[src/hdl/gfx_settings.svh]
`ifndef GFX_SETTINGS_SVH
`define GFX_SETTINGS_SVH

// 640x480 at 60 Hz, horizontal timing in pixels
`define GFX_H_ACTIVE      640
`define GFX_H_SYNC_START  656
`define GFX_H_SYNC_END    752
`define GFX_H_TOTAL       800

// vertical timing in lines
`define GFX_V_ACTIVE      480
`define GFX_V_SYNC_START  490
`define GFX_V_SYNC_END    492
`define GFX_V_TOTAL       525

// solid square sprites
`define GFX_NUM_SPRITES   4
`define GFX_SPRITE_SIZE   16

`define GFX_ADDR_BITS     12
`define GFX_DATA_BITS     16

// host address map
`define GFX_REG_FRAME     12'hF00
`define GFX_REG_LINE      12'hF01
`define GFX_REG_COLLIDE   12'h700
`define GFX_REG_BGCOLOR   12'hD20
`define GFX_PAGE_PALETTE  4'hE
`define GFX_PAGE_SPRITE   4'h0

`endif

[src/hdl/gfx_pkg.sv]
`include "gfx_settings.svh"

package gfx_pkg;

	typedef logic [9:0] coord_t;

	// red in [11:8], green in [7:4], blue in [3:0]
	typedef logic [11:0] rgb12_t;

	typedef logic [7:0] pal_index_t;

	typedef logic [`GFX_ADDR_BITS-1:0] gfx_addr_t;
	typedef logic [`GFX_DATA_BITS-1:0] gfx_data_t;

	typedef struct packed {
		coord_t     x;
		coord_t     y;
		pal_index_t index;
		logic       enable;
	} sprite_t;

	typedef sprite_t [`GFX_NUM_SPRITES-1:0] sprite_table_t;

	// scan position as seen by the pixel pipeline
	typedef struct packed {
		coord_t x;
		coord_t y;
		logic   active;
		logic   hs;
		logic   vs;
	} beam_t;

endpackage

[src/hdl/video_timing.sv]
`include "gfx_settings.svh"

module video_timing import gfx_pkg::*;
(
	input  logic  CLK,
	input  logic  arst_n,
	output beam_t beam,
	output logic  frame_start
);

	coord_t x;
	coord_t y;

	always_ff @(posedge CLK or negedge arst_n)
	begin
		if (!arst_n)
		begin
			x <= '0;
			y <= '0;
		end
		else if (x == coord_t'(`GFX_H_TOTAL - 1))
		begin
			x <= '0;
			// new line, wrap at the end of the frame
			if (y == coord_t'(`GFX_V_TOTAL - 1))
				y <= '0;
			else
				y <= y + 1'b1;
		end
		else
		begin
			x <= x + 1'b1;
		end
	end

	always_comb
	begin
		beam.x      = x;
		beam.y      = y;
		beam.active = (x < coord_t'(`GFX_H_ACTIVE)) && (y < coord_t'(`GFX_V_ACTIVE));
		// both syncs are active low
		beam.hs     = !((x >= coord_t'(`GFX_H_SYNC_START)) && (x < coord_t'(`GFX_H_SYNC_END)));
		beam.vs     = !((y >= coord_t'(`GFX_V_SYNC_START)) && (y < coord_t'(`GFX_V_SYNC_END)));
	end

	assign frame_start = (x == '0) && (y == '0);

endmodule

[src/hdl/gfx_regs.sv]
`include "gfx_settings.svh"

module gfx_regs import gfx_pkg::*;
(
	input  logic                        CLK,
	input  logic                        arst_n,
	input  gfx_addr_t                   addr,
	input  gfx_data_t                   wdata,
	input  logic                        wr,
	input  logic                        frame_start,
	input  coord_t                      line,
	input  logic [`GFX_NUM_SPRITES-1:0] collide_hits,
	output gfx_data_t                   rdata,
	output sprite_table_t               sprites,
	output rgb12_t                      bg_color,
	output logic                        pal_wr,
	output pal_index_t                  pal_addr,
	output rgb12_t                      pal_data
);

	logic [5:0]                  frame_count;
	logic [`GFX_NUM_SPRITES-1:0] collide;
	gfx_addr_t                   addr_q;
	logic                        sprite_page;

	assign sprite_page = (addr[11:8] == `GFX_PAGE_SPRITE);

	// sprite fields at sprite*4 + field, plus the background colour
	always_ff @(posedge CLK or negedge arst_n)
	begin
		if (!arst_n)
		begin
			sprites  <= '0;
			bg_color <= '0;
		end
		else if (wr)
		begin
			for (int i = 0; i < `GFX_NUM_SPRITES; i++)
			begin
				if (sprite_page && (addr[7:2] == 6'(i)))
				begin
					case (addr[1:0])
						2'd0: sprites[i].x      <= wdata[9:0];
						2'd1: sprites[i].y      <= wdata[9:0];
						2'd2: sprites[i].index  <= wdata[7:0];
						2'd3: sprites[i].enable <= wdata[0];
					endcase
				end
			end
			if (addr == `GFX_REG_BGCOLOR)
				bg_color <= wdata[11:0];
		end
	end

	// palette writes go straight through to the RAM
	assign pal_wr   = wr && (addr[11:8] == `GFX_PAGE_PALETTE);
	assign pal_addr = addr[7:0];
	assign pal_data = wdata[11:0];

	always_ff @(posedge CLK or negedge arst_n)
	begin
		if (!arst_n)
		begin
			frame_count <= '0;
			collide     <= '0;
			addr_q      <= '0;
		end
		else
		begin
			addr_q <= addr;
			if (frame_start)
				frame_count <= frame_count + 1'b1;
			// sticky until the host writes the register
			if (wr && (addr == `GFX_REG_COLLIDE))
				collide <= '0;
			else
				collide <= collide | collide_hits;
		end
	end

	always_comb
	begin
		rdata = '0;
		case (addr_q)
			`GFX_REG_FRAME:   rdata[5:0] = frame_count;
			`GFX_REG_LINE:    rdata[9:0] = line;
			`GFX_REG_COLLIDE: rdata[`GFX_NUM_SPRITES-1:0] = collide;
			default:          rdata = '0;
		endcase
	end

endmodule

[src/hdl/palette_ram.sv]
module palette_ram import gfx_pkg::*;
(
	input  logic       CLK,
	input  pal_index_t rd_index,
	input  logic       wr,
	input  pal_index_t wr_index,
	input  rgb12_t     wr_color,
	output rgb12_t     rd_color
);

	rgb12_t mem [0:255];

	// host write port
	always_ff @(posedge CLK)
	begin
		if (wr)
			mem[wr_index] <= wr_color;
	end

	// pixel read, one cycle of latency
	always_ff @(posedge CLK)
	begin
		rd_color <= mem[rd_index];
	end

endmodule

[src/hdl/sprite_engine.sv]
`include "gfx_settings.svh"

module sprite_engine import gfx_pkg::*;
(
	input  logic                        CLK,
	input  logic                        arst_n,
	input  beam_t                       beam,
	input  sprite_table_t               sprites,
	output pal_index_t                  hit_index,
	output logic                        hit,
	output logic [`GFX_NUM_SPRITES-1:0] collide_hits,
	output beam_t                       beam_d
);

	logic [`GFX_NUM_SPRITES-1:0] covers;
	pal_index_t                  win_index;

	// hit test per sprite with 11-bit sums so the far edge cannot wrap
	for (genvar i = 0; i < `GFX_NUM_SPRITES; i++)
	begin : g_hit
		logic [10:0] x_end;
		logic [10:0] y_end;

		assign x_end = {1'b0, sprites[i].x} + 11'(`GFX_SPRITE_SIZE - 1);
		assign y_end = {1'b0, sprites[i].y} + 11'(`GFX_SPRITE_SIZE - 1);

		assign covers[i] = sprites[i].enable &&
			(beam.x >= sprites[i].x) && ({1'b0, beam.x} <= x_end) &&
			(beam.y >= sprites[i].y) && ({1'b0, beam.y} <= y_end);
	end

	// walk down so the lowest-numbered sprite is applied last and wins
	always_comb
	begin
		win_index = '0;
		for (int i = `GFX_NUM_SPRITES - 1; i >= 0; i--)
		begin
			if (covers[i])
				win_index = sprites[i].index;
		end
	end

	// palette address comes from the winner of this cycle
	assign hit_index = win_index;

	// overlap of two or more sprites on a visible pixel
	assign collide_hits = (beam.active && ($countones(covers) >= 2)) ? covers : '0;

	// stage 1 registers where index 0 counts as no hit
	always_ff @(posedge CLK or negedge arst_n)
	begin
		if (!arst_n)
		begin
			hit           <= 1'b0;
			beam_d.x      <= '0;
			beam_d.y      <= '0;
			beam_d.active <= 1'b0;
			beam_d.hs     <= 1'b1;
			beam_d.vs     <= 1'b1;
		end
		else
		begin
			hit    <= (win_index != '0);
			beam_d <= beam;
		end
	end

endmodule

[src/hdl/pixel_mixer.sv]
module pixel_mixer import gfx_pkg::*;
(
	input  logic       CLK,
	input  logic       arst_n,
	input  beam_t      beam_d,
	input  logic       hit,
	input  rgb12_t     pal_color,
	input  rgb12_t     bg_color,
	output logic       hs,
	output logic       vs,
	output logic [3:0] red,
	output logic [3:0] green,
	output logic [3:0] blue
);

	rgb12_t pix;

	// no sprite or a sprite with index 0 shows the background
	always_comb
	begin
		if (!beam_d.active)
			pix = '0;
		else if (hit)
			pix = pal_color;
		else
			pix = bg_color;
	end

	// colour and syncs leave on the same edge
	always_ff @(posedge CLK or negedge arst_n)
	begin
		if (!arst_n)
		begin
			hs    <= 1'b1;
			vs    <= 1'b1;
			red   <= '0;
			green <= '0;
			blue  <= '0;
		end
		else
		begin
			hs    <= beam_d.hs;
			vs    <= beam_d.vs;
			red   <= pix[11:8];
			green <= pix[7:4];
			blue  <= pix[3:0];
		end
	end

endmodule

[src/hdl/gfx_top.sv]
`include "gfx_settings.svh"

module gfx_top import gfx_pkg::*;
(
	input  logic       CLK,
	input  logic       arst_n,
	input  gfx_addr_t  addr,
	input  gfx_data_t  wdata,
	input  logic       wr,
	output gfx_data_t  rdata,
	output logic       hs,
	output logic       vs,
	output logic [3:0] red,
	output logic [3:0] green,
	output logic [3:0] blue
);

	beam_t                       beam;
	beam_t                       beam_d;
	logic                        frame_start;
	sprite_table_t               sprites;
	rgb12_t                      bg_color;
	logic                        pal_wr;
	pal_index_t                  pal_addr;
	rgb12_t                      pal_data;
	rgb12_t                      pal_color;
	pal_index_t                  hit_index;
	logic                        hit;
	logic [`GFX_NUM_SPRITES-1:0] collide_hits;

	video_timing u_video_timing (
		.CLK         (CLK),
		.arst_n      (arst_n),
		.beam        (beam),
		.frame_start (frame_start)
	);

	gfx_regs u_gfx_regs (
		.CLK          (CLK),
		.arst_n       (arst_n),
		.addr         (addr),
		.wdata        (wdata),
		.wr           (wr),
		.frame_start  (frame_start),
		.line         (beam.y),
		.collide_hits (collide_hits),
		.rdata        (rdata),
		.sprites      (sprites),
		.bg_color     (bg_color),
		.pal_wr       (pal_wr),
		.pal_addr     (pal_addr),
		.pal_data     (pal_data)
	);

	palette_ram u_palette_ram (
		.CLK      (CLK),
		.rd_index (hit_index),
		.wr       (pal_wr),
		.wr_index (pal_addr),
		.wr_color (pal_data),
		.rd_color (pal_color)
	);

	sprite_engine u_sprite_engine (
		.CLK          (CLK),
		.arst_n       (arst_n),
		.beam         (beam),
		.sprites      (sprites),
		.hit_index    (hit_index),
		.hit          (hit),
		.collide_hits (collide_hits),
		.beam_d       (beam_d)
	);

	pixel_mixer u_pixel_mixer (
		.CLK       (CLK),
		.arst_n    (arst_n),
		.beam_d    (beam_d),
		.hit       (hit),
		.pal_color (pal_color),
		.bg_color  (bg_color),
		.hs        (hs),
		.vs        (vs),
		.red       (red),
		.green     (green),
		.blue      (blue)
	);

endmodule

[config.mk]
export PLATFORM = sky130hd
export DESIGN_NAME = gfx_top
export DESIGN_NICKNAME = d
export VERILOG_FILES = /design/src/hdl/gfx_pkg.sv /design/src/hdl/video_timing.sv /design/src/hdl/gfx_regs.sv /design/src/hdl/palette_ram.sv /design/src/hdl/sprite_engine.sv /design/src/hdl/pixel_mixer.sv /design/src/hdl/gfx_top.sv
export VERILOG_INCLUDE_DIRS = /design/src /design/src/hdl
export SDC_FILE = /design/constraint.sdc
export NUM_CORES = 2
export LEC_CHECK = 0
export ABC_AREA = 1
export BUFFER_PORTS_ARGS = -buffer_cell sky130_fd_sc_hd__clkbuf_2
export CAP_MARGIN = 40
export CORE_ASPECT_RATIO = 1.5
export CORE_MARGIN = 4
export CORE_UTILIZATION = 45
export DETAILED_ROUTE_END_ITERATION = 6
export REMOVE_ABC_BUFFERS = 1
export SYNTH_ARGS = -nofsm -noshare
export SYNTH_HDL_FRONTEND = slang
export SYNTH_HIERARCHICAL = 1
export SYNTH_SLANG_ARGS = --single-unit
[constraint.sdc]
create_clock -name CLK -period 4.2 [get_ports CLK]
set_clock_uncertainty 0.05 [all_clocks]
set_input_delay 0.63 -clock CLK [delete_from_list [all_inputs] [get_ports CLK]]
set_output_delay 0.63 -clock CLK [all_outputs]
set_load 0.02 [all_outputs]
Yosys cells after proc, flatten, opt, wreduce, memory -nomap -nowiden --
Memories as Yosys holds them, arrays and structs flattened. A register that Yosys moved wholly into a read port is not among the register bits. Index checks and enable logic that the tools add are counted.
Operators by class: add/subtract/negate cells 14, $mul 0, divide/modulo/power cells 0, $lt $le $gt $ge 23, equal/unequal tests 14, shifts and indexed selects 0, mux-type cells 15, bitwise logic cells 1, reduce and logical (&&, ||, !) cells 52
Operator list (number):
- adder 10 x 4 -> 11 bit, second input constant | 8
- <= comparator 10 x 11 -> 1 bit | 8
- greater-or-equal comparator 10 bit | 8
- AND reduction 3 bit | 16
- == test 12 bit, second input constant | 3
- adder 32 bit | 1
- greater-or-equal comparator 32 x 3 -> 1 bit, second input constant | 1
- 2-to-1 mux 8 bit | 4
- logical AND 1 bit | 27
- == test 12 x 11 -> 1 bit, second input constant | 2
- 2-to-1 mux 12 bit | 2
- adder 10 x 1 -> 10 bit, second input constant | 2
- == test 10 bit, second input constant | 2
- logical NOT 10 bit | 2
- < comparator 10 bit, second input constant | 2
- < comparator 10 x 9 -> 1 bit, second input constant | 2
- 2-to-1 mux 10 bit | 2
- == test 6 x 2 -> 1 bit, second input constant | 2
- 2-to-1 mux 4 bit | 3
- one-hot mux 4 bit (3 select lines) | 1
- greater-or-equal comparator 10 bit, second input constant | 1
- greater-or-equal comparator 10 x 9 -> 1 bit, second input constant | 1
- nonzero test 8 bit | 1
- adder 6 x 1 -> 6 bit, second input constant | 1
- 13 further kinds | 17
Word-level totals: bits in registers 188, latch bits 0, RAM bits 3072, ROM bits 0, bits of input ports 31, output and inout bits 30, word-level logic and storage cells 151, memories kept 1
Memories:
- u_palette_ram.mem | depth 256, width 12, rd ports 1, clocked after memory_dff 1, wr ports 1, RTL line palette_ram.sv:11 | rgb12_t mem [0:255];

Logic depth before layout (Yosys ltp) --
word-level depth 12, mapped depth 37

Hierarchy --
Netlist, hierarchy kept.
Modules (own cells, without submodules):
- palette_ram | instances 1, cells an instance 10311, area an instance 124881.0 um^2, seq. area each 92488.7 um^2
- gfx_regs | instances 1, cells an instance 846, area an instance 6993.0 um^2, seq. area each 3753.6 um^2
- sprite_engine | instances 1, cells an instance 946, area an instance 6452.4 um^2, seq. area each 603.1 um^2
- video_timing | instances 1, cells an instance 172, area an instance 1291.2 um^2, seq. area each 500.5 um^2
- pixel_mixer | instances 1, cells an instance 77, area an instance 605.6 um^2, seq. area each 352.8 um^2

Worst setup path after synthesis --
Ideal clock, no wire load.
kind register to register, from register u_gfx_regs/sprites[9] (netlist name), to register u_palette_ram.rd_color[10] (read register of u_palette_ram.mem), data arrival time 3.691 ns, data required time 4.037 ns, slack 0.346 ns, stages on the path, launching flop included 33, path buffers 4, period minus slack after synthesis 3.854 ns, cell sequence dfrtp_1 inv_1 ha_1 nand2_1 nor2_1 nor2_1 inv_1 nor2_1 nand3_1 xor2_1 ha_1 nand2_1 nor4_1 a31oi_1 nand2_1 nand4_4 or2_1 nand2_1 inv_1 buf_2 inv_2 buf_6 buf_2 buf_2 nand3_1 nand3_1 nand3_1 nand3_1 nand3_1 nand3_1 nand2_1 nand2_1 nand2_1
Between the ends: word-level cells in the longest chain between the ends 4, elaborated cells on any way between the ends 6, those cells by class 1 x add/sub; 2 x order compare; 1 x mux; 2 x reduce/logical
Ends and longest elaborated chain:
- adder 10 x 4 -> 11 bit or greater-or-equal comparator 10 bit (tied branches) | RTL line sprite_engine.sv:25, sprite_engine.sv:29
- <= comparator 10 x 11 -> 1 bit or logical AND 1 bit (tied branches) | RTL line sprite_engine.sv:29, sprite_engine.sv:28
- logical AND 1 bit (*) | RTL line sprite_engine.sv:29 | (beam.y >= sprites[i].y) && ({1'b0, beam.y} <= y_end);
- 2-to-1 mux 8 bit (*) | RTL line sprite_engine.sv:38 | if (covers[i])
- net hit_index[1] | RTL line gfx_top.sv:27 | pal_index_t hit_index;
- end: declaration | RTL line palette_ram.sv:8 | output rgb12_t rd_color
The timed path passes the listed nets; every way through them passes the cells marked *. A chain may end at the register's enable or synchronous reset.

Worst setup path in the final report --
from register u_gfx_regs/sprites[49] (netlist name), to register u_palette_ram.rd_color[11] (read register of u_palette_ram.mem)
Between the ends: word-level cells in the longest chain between the ends 7, elaborated cells on any way between the ends 9, those cells by class 1 x add/sub; 2 x order compare; 2 x mux; 4 x reduce/logical
Ends and longest elaborated chain:
- adder 10 x 4 -> 11 bit or greater-or-equal comparator 10 bit (tied branches) | RTL line sprite_engine.sv:24, sprite_engine.sv:28
- <= comparator 10 x 11 -> 1 bit or logical AND 1 bit (tied branches) | RTL line sprite_engine.sv:28, sprite_engine.sv:27
- logical AND 1 bit (*) (2 in series) | RTL line sprite_engine.sv:28 | (beam.x >= sprites[i].x) && ({1'b0, beam.x} <= x_end) &&
- logical AND 1 bit (*) | RTL line sprite_engine.sv:29
- 2-to-1 mux 8 bit (*) (2 in series) | RTL line sprite_engine.sv:38
- net hit_index[0] | RTL line gfx_top.sv:27
Marks and branches as above.

==> results.toml <==
[critical_path]
reg2reg_from = "u_gfx_regs/sprites[49]"
worst_path_most_repeated_cell = "nand2_1"
r2r_setup_slack_ps = -550
crit_buf_inv = 8
crit_family = "simple AND/OR/NAND/NOR gates"
critPathSlowestCell = "dfrtp_1"
start_kind = "flip-flop"
worstSetupEndpointType = "flip-flop"
crit_arrival_ps = 5530
crit_start = "u_gfx_regs/sprites[49]"
criticalPathCategory = "reg2reg"
crit_fanout = 19
critPathRequiredTime_ps = 4990
slowest_delay_ps = 380

[route]
totalWireLength_um = 459000
drt-wirelength-per-cell_um = 26.2
via_count = 101000
ant_nets = 0
first_pass_iters = 7
first_iter_violations = 11200
drc = 2
vias_per_cell = 5.78

[floorplanning]
core_area_um2 = 309000
die_h_um = 690
pin_count = 61
rows = 250
fp.dieW_um = 463
die-area_um2 = 320000
start_util = 0.452

[sta]
setup_viol_count_final = 12
fin_crit_ps = 4750
finalCritPeriodShare = 1.13
tightest_slew_ps = 1040
fin_hold_ws_ps = 35.0
maxSlewViolCount = 0
fmax_mhz = 211
hold_viol = 0
relSlewSlack = 0.303
rsz0062_at_grt = "yes"
worst_slack_ps = -547

[placement]
pre_cts_slack_ps = -1190
port_buffers = 50
hpwl_um = 278000
place_congestion = 0.925
dp_cells = 16800

[global_routing]
grt-ovfl-total = 0
grt_pass1_wl_um = 662000
track_usage = 0.276
antenna_found_initial = 14
grt_pass1_vias = 99100
grt_max_degree = 135

[run]
maxCapViolCount = 0

[status]
status = "complete, but fails checks"
violations = "DRC, setup timing"

[clocking]
cts_tree = "built"
cts.sinks = 3272
cts_buffers = 309
clk_latency_ps = 920
htreeDepth = 5
clockBufferDepth = 4
clkTransAtPathRegs_ps = 60
cts_root_buffer = "clkbuf_16"

[min_path]
hold_class = "in2reg"
worstHoldStart = "addr[2]"

[layout]
drive_above_1_share = 0.188
layout.cells.non_filler = 17500
nFillCells = 25500
fin_util = 0.550
multi_input_area_um2 = 40300
fin_nets = 13400
synthToLayoutAreaGrowth_pct = 21.6
seqCellArea_um2 = 97200

[pwr]
power_leakage_nw = 64.2
peakVddDrop_mv = 0.279
power.density_nw_per_um2 = 380

[logic_synthesis]
syn-mean-instance-area_um2 = 11.3
synthCells = 12300
yosysWarnings = 6
syn_area_um2 = 140000
-- metrics by stage --
stage	instance area (µm²)	power [mW]	TNS, ps
after floorplan	135000	36.5	-889730
after global placement	151000	37.4	-11890
after detailed placement	152000	37.4	-12770
after CTS	167000	65.0	-5970
after global routing	170000	66.3	-9100
final	170000	64.6	-6040
-- worst register-to-register path, delay by kind of cell, from the launching register on --
family        cells  cell delay [ps]
xor+xnor          1              160
fa+ha+maj         2              460
buf+inv           8             1230
flops             1              380
simple gates     26             2420
-- sequential cells by signal, indices dropped and copies added, names as in the netlist, 6 cells and up --
name and cells:
u_gfx_regs/bg_color 12, u_video_timing/x 10, u_gfx_regs/addr_q 12, u_video_timing/y 10, u_gfx_regs/sprites 116, u_gfx_regs/frame_count 6
u_palette_ram/mem 3072, u_palette_ram/rd_color 12
-- final timing paths --
path                                                    to  cells after the start
min in group asynchronous              u_video_timing/x[3]                      2
worst min register to register            u_pixel_mixer/vs                      0
worst min-delay path                  u_gfx_regs/addr_q[2]                      1
worst max register to register  u_palette_ram/rd_color[11]                     37
worst max-delay path            u_palette_ram/rd_color[11]                     37
max in group asynchronous            u_gfx_regs/collide[0]                      4
-- timing repair --
action                                  4_1_cts  5_1_grt
gates resized for setup                     653      385
hold buffers                                 10        0
endpoints found under the setup margin       12       16
gates cloned                                 69       21
pin swaps                                   102      130
buffers inserted                             51       25
hold endpoints to repair                    107        0
-- cell usage in the layout (no fill, tap or decap), types with 57 or more instances in the layout --
cell,count
a21oi_1,60
buf_12,153
buf_16,98
buf_4,901
buf_6,80
clkbuf_1,58
clkbuf_16,335
clkinv_1,64
dfrtp_1,184
edfxtp_1,3072
ha_1,168
inv_1,353
nand2_1,3670
nand2_2,57
nand3_1,2580
nand3_2,482
nand3_4,94
nand4_1,119
nor2_1,422
-- area by class of cell --
| class | count | area share |
|---|---|---|
| clock inverters | 174 | 0.00985 |
| repair inverters | 3 | 0.000390 |
| inverters | 388 | 0.00935 |
| well taps | 4032 | 0.0297 |
| diodes | 13 | 0.000191 |
| clock buffers | 376 | 0.0479 |
| multi-input cells | 7897 | 0.237 |
| flip-flops and latches | 3272 | 0.572 |
| repair buffers | 1369 | 0.0931 |
-- metal layers --
metal | wire length, µm | up-vias | GRT usage
met5 | 69 | - | 0
met4 | 31600 | 10 | 0.167
met3 | 35300 | 1176 | 0.0388
met2 | 227000 | 4905 | 0.471
met1 | 165000 | 50100 | 0.334
li1 | - | 45100 | -
-- power by group --
part | total (mW) | leakage [nW] | internal, mW | switching [mW]
Combinational | 1.09 | 29.5 | 0.165 | 0.930
Clock | 27.9 | 4.78 | 15.5 | 12.3
Sequential | 35.7 | 30.0 | 35.6 | 0.00923
Total | 64.6 | 64.2 | 51.4 | 13.3
Note: power is estimated with default switching activity, not from simulation.
